`config.mk`:
```
export PLATFORM = sky130hd
export DESIGN_NAME = bridge_req_top
export DESIGN_NICKNAME = d
export VERILOG_FILES = /design/src/source/bridge_pkg.sv /design/src/source/bridge_req_arbiter.sv /design/src/source/bridge_param_pack.sv /design/src/source/bridge_req_ctrl.sv /design/src/source/bridge_apb_mailbox.sv /design/src/source/bridge_req_top.sv
export VERILOG_INCLUDE_DIRS = /design/src /design/src/source
export SDC_FILE = /design/constraint.sdc
export NUM_CORES = 1
export LEC_CHECK = 0
export ABC_AREA = 1
export BUFFER_PORTS_ARGS = -buffer_cell sky130_fd_sc_hd__buf_2
export CORE_AREA = 5 5 179 181
export DETAILED_ROUTE_END_ITERATION = 6
export DIE_AREA = 0 0 184 186
export PLACE_DENSITY = 0.63
export SYNTH_ARGS = -nofsm -noshare
export SYNTH_HDL_FRONTEND = slang
export SYNTH_SLANG_ARGS = --single-unit
```
`constraint.sdc`:
```
create_clock -name req -period 3.2 [get_ports req]
set_input_delay 0.16 -clock req [delete_from_list [all_inputs] [get_ports req]]
set_output_delay 0.16 -clock req [all_outputs]
set_load 0.02 [all_outputs]
```
`src/source/bridge_cfg.svh`:
```
`ifndef BRIDGE_CFG_SVH
`define BRIDGE_CFG_SVH

// mailbox word and apb address sizes
`define BRIDGE_WORD_W       32
`define BRIDGE_APB_ADDR_W   8

// one command carries this many parameter words
`define BRIDGE_PARAM_WORDS  4

// request channels, fixed by the command set
`define BRIDGE_N_CHAN       7

// register byte offsets, params occupy 0x08 to 0x14
`define BRIDGE_REG_STATUS   8'h00
`define BRIDGE_REG_COMMAND  8'h04
`define BRIDGE_REG_PARAM0   8'h08
`define BRIDGE_REG_RESULT   8'h18

`endif

```
`src/source/bridge_pkg.sv`:
```
`include "bridge_cfg.svh"

package bridge_pkg;

    typedef logic [`BRIDGE_WORD_W-1:0] bridge_word_t;

    // channel index, lower value wins arbitration
    typedef enum logic [2:0] {
        chan_ready_to_run          = 3'd0,
        chan_debug_event_log       = 3'd1,
        chan_dataslot_read         = 3'd2,
        chan_dataslot_write        = 3'd3,
        chan_dataslot_flush        = 3'd4,
        chan_get_dataslot_filename = 3'd5,
        chan_open_dataslot_file    = 3'd6
    } req_chan_e;

    typedef enum logic [15:0] {
        cmd_ready_to_run          = 16'h0140,
        cmd_debug_event_log       = 16'h0141,
        cmd_dataslot_read         = 16'h0180,
        cmd_dataslot_write        = 16'h0184,
        cmd_dataslot_flush        = 16'h018A,
        cmd_get_dataslot_filename = 16'h0190,
        cmd_open_dataslot_file    = 16'h0192
    } bridge_cmd_e;

    typedef enum logic [1:0] {
        result_ok        = 2'd0,
        result_not_found = 2'd1,
        result_busy      = 2'd2,
        result_error     = 2'd3
    } bridge_result_e;

    typedef enum logic [1:0] {
        st_idle     = 2'd0,
        st_posted   = 2'd1,
        st_complete = 2'd2
    } req_state_e;

    typedef struct packed {
        logic [15:0] event_code;
    } debug_event_log_param_t;

    // shared by read and write
    typedef struct packed {
        logic [15:0] slot_id;
        logic [31:0] slot_offset;
        logic [31:0] bridge_addr;
        logic [31:0] length;
    } dataslot_xfer_param_t;

    typedef struct packed {
        logic [15:0] slot_id;
    } dataslot_flush_param_t;

    typedef struct packed {
        logic [15:0] slot_id;
        logic [31:0] bridge_addr;
    } get_filename_param_t;

    typedef struct packed {
        logic [31:0] bridge_addr;
        logic [31:0] flags;
    } open_file_param_t;

    typedef struct packed {
        debug_event_log_param_t debug;
        dataslot_xfer_param_t   read;
        dataslot_xfer_param_t   write;
        dataslot_flush_param_t  flush;
        get_filename_param_t    filename;
        open_file_param_t       open;
    } core_params_t;

    typedef struct packed {
        bridge_word_t [`BRIDGE_PARAM_WORDS-1:0] word;
    } bridge_param_t;

    typedef struct packed {
        logic                          psel;
        logic                          penable;
        logic                          pwrite;
        logic [`BRIDGE_APB_ADDR_W-1:0] paddr;
        bridge_word_t                  pwdata;
    } apb_req_t;

    typedef struct packed {
        bridge_word_t prdata;
        logic         pready;
        logic         pslverr;
    } apb_rsp_t;

    // unnamed words stay zero, 16-bit fields land zero-extended
    function automatic bridge_param_t debug_event_log_param_expand(debug_event_log_param_t p);
        bridge_param_t w;
        w = '0;
        w.word[0][15:0] = p.event_code;
        return w;
    endfunction

    function automatic bridge_param_t dataslot_xfer_param_expand(dataslot_xfer_param_t p);
        bridge_param_t w;
        w = '0;
        w.word[0][15:0] = p.slot_id;
        w.word[1] = p.slot_offset;
        w.word[2] = p.bridge_addr;
        w.word[3] = p.length;
        return w;
    endfunction

    function automatic bridge_param_t dataslot_flush_param_expand(dataslot_flush_param_t p);
        bridge_param_t w;
        w = '0;
        w.word[0][15:0] = p.slot_id;
        return w;
    endfunction

    function automatic bridge_param_t get_filename_param_expand(get_filename_param_t p);
        bridge_param_t w;
        w = '0;
        w.word[0][15:0] = p.slot_id;
        w.word[1] = p.bridge_addr;
        return w;
    endfunction

    function automatic bridge_param_t open_file_param_expand(open_file_param_t p);
        bridge_param_t w;
        w = '0;
        w.word[0] = p.bridge_addr;
        w.word[1] = p.flags;
        return w;
    endfunction

endpackage

```
`src/source/bridge_req_arbiter.sv`:
```
`include "bridge_cfg.svh"

module bridge_req_arbiter (
    input  logic [`BRIDGE_N_CHAN-1:0] core_valid,
    output logic                      grant_valid,
    output bridge_pkg::req_chan_e     grant_chan,
    output bridge_pkg::bridge_cmd_e   grant_cmd
);

    // scan from the top so the lowest valid index is the last write
    always_comb begin
        grant_chan = bridge_pkg::chan_ready_to_run;
        for (int i = `BRIDGE_N_CHAN - 1; i >= 0; i--) begin
            if (core_valid[i]) begin
                grant_chan = bridge_pkg::req_chan_e'(i);
            end
        end
    end

    assign grant_valid = |core_valid;

    always_comb begin
        case (grant_chan)
            bridge_pkg::chan_ready_to_run:
                grant_cmd = bridge_pkg::cmd_ready_to_run;
            bridge_pkg::chan_debug_event_log:
                grant_cmd = bridge_pkg::cmd_debug_event_log;
            bridge_pkg::chan_dataslot_read:
                grant_cmd = bridge_pkg::cmd_dataslot_read;
            bridge_pkg::chan_dataslot_write:
                grant_cmd = bridge_pkg::cmd_dataslot_write;
            bridge_pkg::chan_dataslot_flush:
                grant_cmd = bridge_pkg::cmd_dataslot_flush;
            bridge_pkg::chan_get_dataslot_filename:
                grant_cmd = bridge_pkg::cmd_get_dataslot_filename;
            bridge_pkg::chan_open_dataslot_file:
                grant_cmd = bridge_pkg::cmd_open_dataslot_file;
            default:
                grant_cmd = bridge_pkg::cmd_ready_to_run;
        endcase
    end

endmodule

```
`src/source/bridge_param_pack.sv`:
```
module bridge_param_pack (
    input  logic                     req,
    input  logic                     reset,
    input  logic                     capture,
    input  bridge_pkg::req_chan_e    capture_chan,
    input  bridge_pkg::core_params_t core_params,
    output bridge_pkg::bridge_param_t params
);

    bridge_pkg::bridge_param_t expanded;

    // only the granted channel's field is looked at
    always_comb begin
        case (capture_chan)
            bridge_pkg::chan_debug_event_log: begin
                expanded = bridge_pkg::debug_event_log_param_expand(core_params.debug);
            end
            bridge_pkg::chan_dataslot_read: begin
                expanded = bridge_pkg::dataslot_xfer_param_expand(core_params.read);
            end
            bridge_pkg::chan_dataslot_write: begin
                expanded = bridge_pkg::dataslot_xfer_param_expand(core_params.write);
            end
            bridge_pkg::chan_dataslot_flush: begin
                expanded = bridge_pkg::dataslot_flush_param_expand(core_params.flush);
            end
            bridge_pkg::chan_get_dataslot_filename: begin
                expanded = bridge_pkg::get_filename_param_expand(core_params.filename);
            end
            bridge_pkg::chan_open_dataslot_file: begin
                expanded = bridge_pkg::open_file_param_expand(core_params.open);
            end
            // ready_to_run carries no parameters
            default: begin
                expanded = '0;
            end
        endcase
    end

    // words hold until the next capture so the host may read in any order
    always_ff @(posedge req) begin
        if (reset) begin
            params <= '0;
        end else if (capture) begin
            params <= expanded;
        end
    end

endmodule

```
`src/source/bridge_req_ctrl.sv`:
```
`include "bridge_cfg.svh"

module bridge_req_ctrl (
    input  logic                        req,
    input  logic                        reset,
    input  logic [`BRIDGE_N_CHAN-1:0]   core_valid,
    input  bridge_pkg::core_params_t    core_params,
    input  logic                        doorbell,
    input  bridge_pkg::bridge_result_e  host_result,
    output bridge_pkg::bridge_cmd_e     load_cmd,
    output logic                        load,
    output bridge_pkg::bridge_param_t   params,
    output logic                        pending,
    output logic [`BRIDGE_N_CHAN-1:0]   core_done,
    output bridge_pkg::bridge_result_e  core_result
);

    logic                  grant_valid;
    bridge_pkg::req_chan_e grant_chan;
    bridge_pkg::bridge_cmd_e grant_cmd;
    logic                  capture;
    bridge_pkg::req_chan_e served_chan;
    bridge_pkg::req_state_e state;

    bridge_req_arbiter arbiter_i (
        .core_valid  (core_valid),
        .grant_valid (grant_valid),
        .grant_chan  (grant_chan),
        .grant_cmd   (grant_cmd)
    );

    // a grant is only taken while no request is outstanding
    assign capture = (state == bridge_pkg::st_idle) && grant_valid;

    bridge_param_pack param_pack_i (
        .req          (req),
        .reset        (reset),
        .capture      (capture),
        .capture_chan (grant_chan),
        .core_params  (core_params),
        .params       (params)
    );

    always_ff @(posedge req) begin
        if (reset) begin
            state <= bridge_pkg::st_idle;
        end else begin
            case (state)
                bridge_pkg::st_idle: begin
                    if (grant_valid) begin
                        state <= bridge_pkg::st_posted;
                    end
                end
                bridge_pkg::st_posted: begin
                    if (doorbell) begin
                        state <= bridge_pkg::st_complete;
                    end
                end
                default: begin
                    state <= bridge_pkg::st_idle;
                end
            endcase
        end
    end

    always_ff @(posedge req) begin
        if (capture) begin
            served_chan <= grant_chan;
        end
    end

    // mailbox latches the opcode on the same edge as the channel
    assign load     = capture;
    assign load_cmd = grant_cmd;
    assign pending  = (state == bridge_pkg::st_posted);

    always_comb begin
        core_done = '0;
        if (state == bridge_pkg::st_complete) begin
            core_done[served_chan] = 1'b1;
        end
    end

    // already latched by the doorbell edge, valid during the done cycle
    assign core_result = host_result;

endmodule

```
`src/source/bridge_apb_mailbox.sv`:
```
`include "bridge_cfg.svh"

module bridge_apb_mailbox (
    input  logic                       req,
    input  logic                       reset,
    input  bridge_pkg::apb_req_t       apb,
    output bridge_pkg::apb_rsp_t       apb_rsp,
    input  logic                       load,
    input  bridge_pkg::bridge_cmd_e    load_cmd,
    input  bridge_pkg::bridge_param_t  params,
    input  logic                       pending,
    output logic                       doorbell,
    output bridge_pkg::bridge_result_e host_result,
    output logic                       host_irq
);

    bridge_pkg::bridge_cmd_e    command_q;
    bridge_pkg::bridge_result_e result_q;
    bridge_pkg::bridge_word_t   rdata;
    logic [`BRIDGE_APB_ADDR_W-1:0] param_off;
    logic [1:0]                 param_idx;
    logic                       access;
    logic                       mapped;
    logic                       read_only;
    logic                       slverr;

    assign access    = apb.psel && apb.penable;
    assign param_off = apb.paddr - `BRIDGE_REG_PARAM0;
    assign param_idx = param_off[3:2];

    // register map decode, only RESULT is writable
    always_comb begin
        mapped    = 1'b1;
        read_only = 1'b1;
        rdata     = '0;
        case (apb.paddr)
            `BRIDGE_REG_STATUS: begin
                rdata[0] = pending;
            end
            `BRIDGE_REG_COMMAND: begin
                rdata[15:0] = command_q;
            end
            `BRIDGE_REG_PARAM0,
            `BRIDGE_REG_PARAM0 + 8'h04,
            `BRIDGE_REG_PARAM0 + 8'h08,
            `BRIDGE_REG_PARAM0 + 8'h0C: begin
                rdata = params.word[param_idx];
            end
            `BRIDGE_REG_RESULT: begin
                rdata[1:0] = result_q;
                read_only  = 1'b0;
            end
            default: begin
                mapped = 1'b0;
            end
        endcase
    end

    // a RESULT write with nothing pending is rejected like a read-only write
    assign slverr   = access && (!mapped || (apb.pwrite && (read_only || !pending)));
    assign doorbell = access && apb.pwrite && mapped && !read_only && pending;

    always_ff @(posedge req) begin
        if (reset) begin
            command_q <= bridge_pkg::bridge_cmd_e'(16'h0000);
        end else if (load) begin
            command_q <= load_cmd;
        end
    end

    always_ff @(posedge req) begin
        if (reset) begin
            result_q <= bridge_pkg::result_ok;
        end else if (doorbell) begin
            result_q <= bridge_pkg::bridge_result_e'(apb.pwdata[1:0]);
        end
    end

    // no wait states
    assign apb_rsp.prdata  = rdata;
    assign apb_rsp.pready  = 1'b1;
    assign apb_rsp.pslverr = slverr;

    assign host_result = result_q;
    assign host_irq    = pending;

endmodule

```
`src/source/bridge_req_top.sv`:
```
`include "bridge_cfg.svh"

module bridge_req_top (
    input  logic                       req,
    input  logic                       reset,
    input  logic [`BRIDGE_N_CHAN-1:0]  core_valid,
    input  bridge_pkg::core_params_t   core_params,
    output logic [`BRIDGE_N_CHAN-1:0]  core_done,
    output bridge_pkg::bridge_result_e core_result,
    input  bridge_pkg::apb_req_t       apb,
    output bridge_pkg::apb_rsp_t       apb_rsp,
    output logic                       host_irq
);

    logic                       load;
    bridge_pkg::bridge_cmd_e    load_cmd;
    bridge_pkg::bridge_param_t  params;
    logic                       pending;
    logic                       doorbell;
    bridge_pkg::bridge_result_e host_result;

    // core side handshake and request sequencing
    bridge_req_ctrl ctrl_i (
        .req         (req),
        .reset       (reset),
        .core_valid  (core_valid),
        .core_params (core_params),
        .doorbell    (doorbell),
        .host_result (host_result),
        .load_cmd    (load_cmd),
        .load        (load),
        .params      (params),
        .pending     (pending),
        .core_done   (core_done),
        .core_result (core_result)
    );

    // host side register window
    bridge_apb_mailbox mailbox_i (
        .req         (req),
        .reset       (reset),
        .apb         (apb),
        .apb_rsp     (apb_rsp),
        .load        (load),
        .load_cmd    (load_cmd),
        .params      (params),
        .pending     (pending),
        .doorbell    (doorbell),
        .host_result (host_result),
        .host_irq    (host_irq)
    );

endmodule

```
==> impl_summary.log <==
[metrics] Post-Route Setup TNS: 0 ps
[metrics] GP Congestion: 0.840
[metrics] Area growth syn-to-layout: 36.5%
[metrics] number of levels in the clock H-tree: 4
[metrics] number of cells in the finished layout apart from fillers: 2177
[metrics] commonest non-fill, non-tap cells in the layout: sky130_fd_sc_hd__buf_2 (431), sky130_fd_sc_hd__nand2_1 (393), sky130_fd_sc_hd__nand3_1 (217), sky130_fd_sc_hd__dfxtp_1 (140), sky130_fd_sc_hd__nand4_1 (98)
[metrics] Post-DRT Antenna Nets: 0
[metrics] Worst R2R Start: ctrl_i.state[0]$_SDFFE_PP0P_
[metrics] DIE WIDTH: 184 µm
[metrics] fraction of layout instances using a drive strength above 1: 28.9%
[metrics] portion of the post-synthesis area used by sequential elements: 32.7%
[metrics] netlist area before placement: 8850 µm²
[metrics] number of nets at the end of the flow: 2188
[metrics] overflow left after global routing: 0
[metrics] count of inserted antenna diode cells: 0
[metrics] Max-Slew Margin vs Limit: 24.5%
[metrics] worst min path class: in2reg
[metrics] worst reg-to-reg path cell count: 7
[metrics] maximum number of pins on one net before global-route repair: 143
[metrics] highest net fanout along the worst path: 82
[metrics] mean instance size in the synthesized netlist: 6.39 µm²
[metrics] sequence of cells on the critical path: nor2_1 > inv_1 > nor2_8 > clkinv_2 > buf_12 > nand2_1 > a31oi_1
[metrics] count of final hold-check violations: 0
[metrics] routed length per placed instance: 18.9 µm
[metrics] vias in the first global route: 10600
[metrics] leakage power figure: 5.25 nW
[metrics] die height: 186 µm
[metrics] TritonCTS clock tree: yes
[metrics] Power per Cell Area: 402 nW/µm²
[metrics] largest stage delay on the critical path: 470 ps
[metrics] outcome: finished clean
[metrics] I/O pin total: 464
[metrics] max-slew violation count: 0
[metrics] CTS Root Cell: sky130_fd_sc_hd__clkbuf_16
[metrics] port buffer count: 432
[metrics] drt drc: 0
[metrics] maximum buffer depth of the clock tree: 2
[metrics] achievable clock frequency: 440 MHz
[metrics] final critical-path required period: 2270 ps
[metrics] worst min-delay path startpoint: core_params[284]
[metrics] reported max-cap violation count: 0
[metrics] first-pass detailed-route iteration total: 7
[metrics] commonest non-fill, non-tap cell in the layout: sky130_fd_sc_hd__buf_2
[metrics] CTS sink count: 143
[metrics] total CTS buffers: 17
[metrics] kind of start point of the critical path: flip-flop
[metrics] initial cell density of the core: 29.3%
[metrics] cell count after synthesis: 1386
[metrics] DRC violation total after the first TritonRoute iteration: 888
[metrics] Worst VDD drop: 321 µV
[metrics] wire length of the first global-routing pass: 60.2 mm
[metrics] via-per-instance ratio: 5.20
[metrics] Worst Setup End Kind: flip-flop
[metrics] worst hold path cell count: 3
[metrics] Routed Wire Length: 41.1 mm
[metrics] row cnt: 64
[metrics] required time of the worst setup path: 3470 ps
[metrics] initial antenna violation count: 1
[metrics] Yosys reg bits: 143
[metrics] final clock period utilization by the worst path: 70.9%
[metrics] Die Footprint: 34200 µm²
[metrics] capture instance of the worst register-to-register path: ctrl_i.param_pack_i.params[114]$_SDFFE_PP0P_
[metrics] transition at the pin with the smallest max-transition slack: 1130 ps
[metrics] Std-Cell Core Area: 30300 µm²
[metrics] net count after synthesis: 1806
[metrics] final setup vio count: 0
[metrics] master of the slowest instance on the critical path: sky130_fd_sc_hd__clkinv_2
[metrics] detailed placer's ending HPWL: 30.7 mm
[metrics] Distinct cells, synth: 29
[metrics] total via count in the routed design: 11300
[metrics] clock slew seen by the registers of the worst setup and hold paths: 70 ps
[metrics] path type of the worst setup path: reg2reg
[metrics] clock insertion delay at the later pin of the skew report: 420 ps
[metrics] skew final: 12.1 ps
[metrics] Critical Path AT: 2540 ps
[metrics] Overall Global Routing Usage: 22.5%
[metrics] Post-Place Cells: 2111
[metrics] number of warnings printed during yosys synthesis: 0
[metrics] worst-case register-to-register setup slack: 930 ps
[metrics] destination of the worst hold path: ctrl_i.param_pack_i.params[76]$_SDFFE_PP0P_
[metrics] setup repair after global routing missed its margin: false
==> registers in the layout, indices dropped and copies added, names as in the netlist <==
register                    count
mailbox_i.command_q             8
ctrl_i.state                    2
mailbox_i.host_result           2
ctrl_i.param_pack_i.params    128
ctrl_i.served_chan              3
==> metal layers <==
| metal | routed length, µm | GRT usage [%] | vias to the layer above |
|---|---|---|---|
| met4 | 1140 | 7.57 | 2 |
| met5 | 13 | 0 | - |
| li1 | - | - | 5554 |
| met3 | 2810 | 3.91 | 61 |
| met1 | 16700 | 28.6 | 5219 |
| met2 | 20500 | 38.7 | 483 |
==> Yosys cell counts (all sizes together) <==
| library cell | instances | area, µm² |
|---|---|---|
| nand2 | 397 | 1500 |
| nand3 | 219 | 1110 |
| dfxtp | 140 | 2800 |
| nand4 | 98 | 613 |
| a31oi | 93 | 582 |
| buf | 86 | 483 |
| inv | 79 | 297 |
| a21oi | 75 | 379 |
| nor2 | 67 | 308 |
| clkbuf | 43 | 161 |
| o21ai | 41 | 209 |
| a22oi | 31 | 233 |
| a21o | 5 | 37.5 |
| nor3 | 5 | 25.0 |
| edfxtp | 3 | 90.1 |
| a31o | 2 | 17.5 |
| a211oi | 1 | 7.51 |
| conb | 1 | 3.75 |
==> worst max-delay path by stage <==
stage	cells after the start	end	slack, ps	start
after global placement	9	ctrl_i.param_pack_i.params[0]$_SDFFE_PP0P_	880	core_valid[3]
after floorplan	6	apb_rsp[18]	1790	apb[39]
after CTS	7	ctrl_i.param_pack_i.params[84]$_SDFFE_PP0P_	960	ctrl_i.state[0]$_SDFFE_PP0P_
after detailed placement	9	ctrl_i.param_pack_i.params[3]$_SDFFE_PP0P_	840	core_valid[3]
after global routing	7	ctrl_i.param_pack_i.params[120]$_SDFFE_PP0P_	790	ctrl_i.state[0]$_SDFFE_PP0P_
final	7	ctrl_i.param_pack_i.params[114]$_SDFFE_PP0P_	930	ctrl_i.state[0]$_SDFFE_PP0P_
==> cell families (layout without fill, tap and decap cells) <==
kind of cell / after synthesis / in the layout / synth area share, %
flip-flops: 143 / 143 / 32.7
buffers and inverters: 208 / 603 / 10.6
AND/OR/NAND/NOR: 786 / 786 / 40.1
other: 1 / 1 / 0.0424
AO/OA/AOI/OAI: 248 / 248 / 16.5
==> worst max-delay path, delay by kind of cell, from the launching register on <==
family | cells | cell delay (ps)
AND/OR/NAND/NOR | 3 | 690
flip-flops | 1 | 320
buffers and inverters | 3 | 940
AO/OA/AOI/OAI | 1 | 90
==> final cells by class <==
type	count	area [µm²]
Fill cell	3306	18200
Multi-Input combinational cell	1035	5040
Sequential cell	143	2890
Timing Repair Buffer	492	2750
Clock buffer	19	464
Inverter	79	300
Tap cell	396	495
Clock inverter	13	145
==> stage by stage <==
| stage | hold slack, ps | util (%) | total power, mW | cell area (µm²) | setup slack [ps] |
|---|---|---|---|---|---|
| after floorplan | 295 | - | 2.38 | 8850 | 1790 |
| after global placement | 393 | 36.8 | 2.77 | 11100 | 880 |
| after detailed placement | 391 | 36.8 | 2.78 | 11100 | 836 |
| after CTS | 3.03 | 39.9 | 4.90 | 12100 | 965 |
| after global routing | 6.54 | 39.9 | 5.07 | 12100 | 787 |
| final | 18.2 | 39.9 | 4.86 | 12100 | 930 |
==> timing repair <==
action / 4_1_cts / 5_1_grt
endpoints found under the hold margin: 34 / 0
resized for setup: 0 / 0
buffers inserted: 0 / 0
hold buffers: 34 / 0
==> report_power, final <==
| part | leakage, nW | switching [mW] | internal [mW] | total (mW) |
|---|---|---|---|---|
| Combinational | 3.79 | 0.529 | 0.346 | 0.875 |
| Clock | 0.287 | 0.906 | 1.17 | 2.08 |
| Sequential | 1.17 | 0.0423 | 1.86 | 1.90 |
No activity file was read; power rests on OpenSTA's default activity.
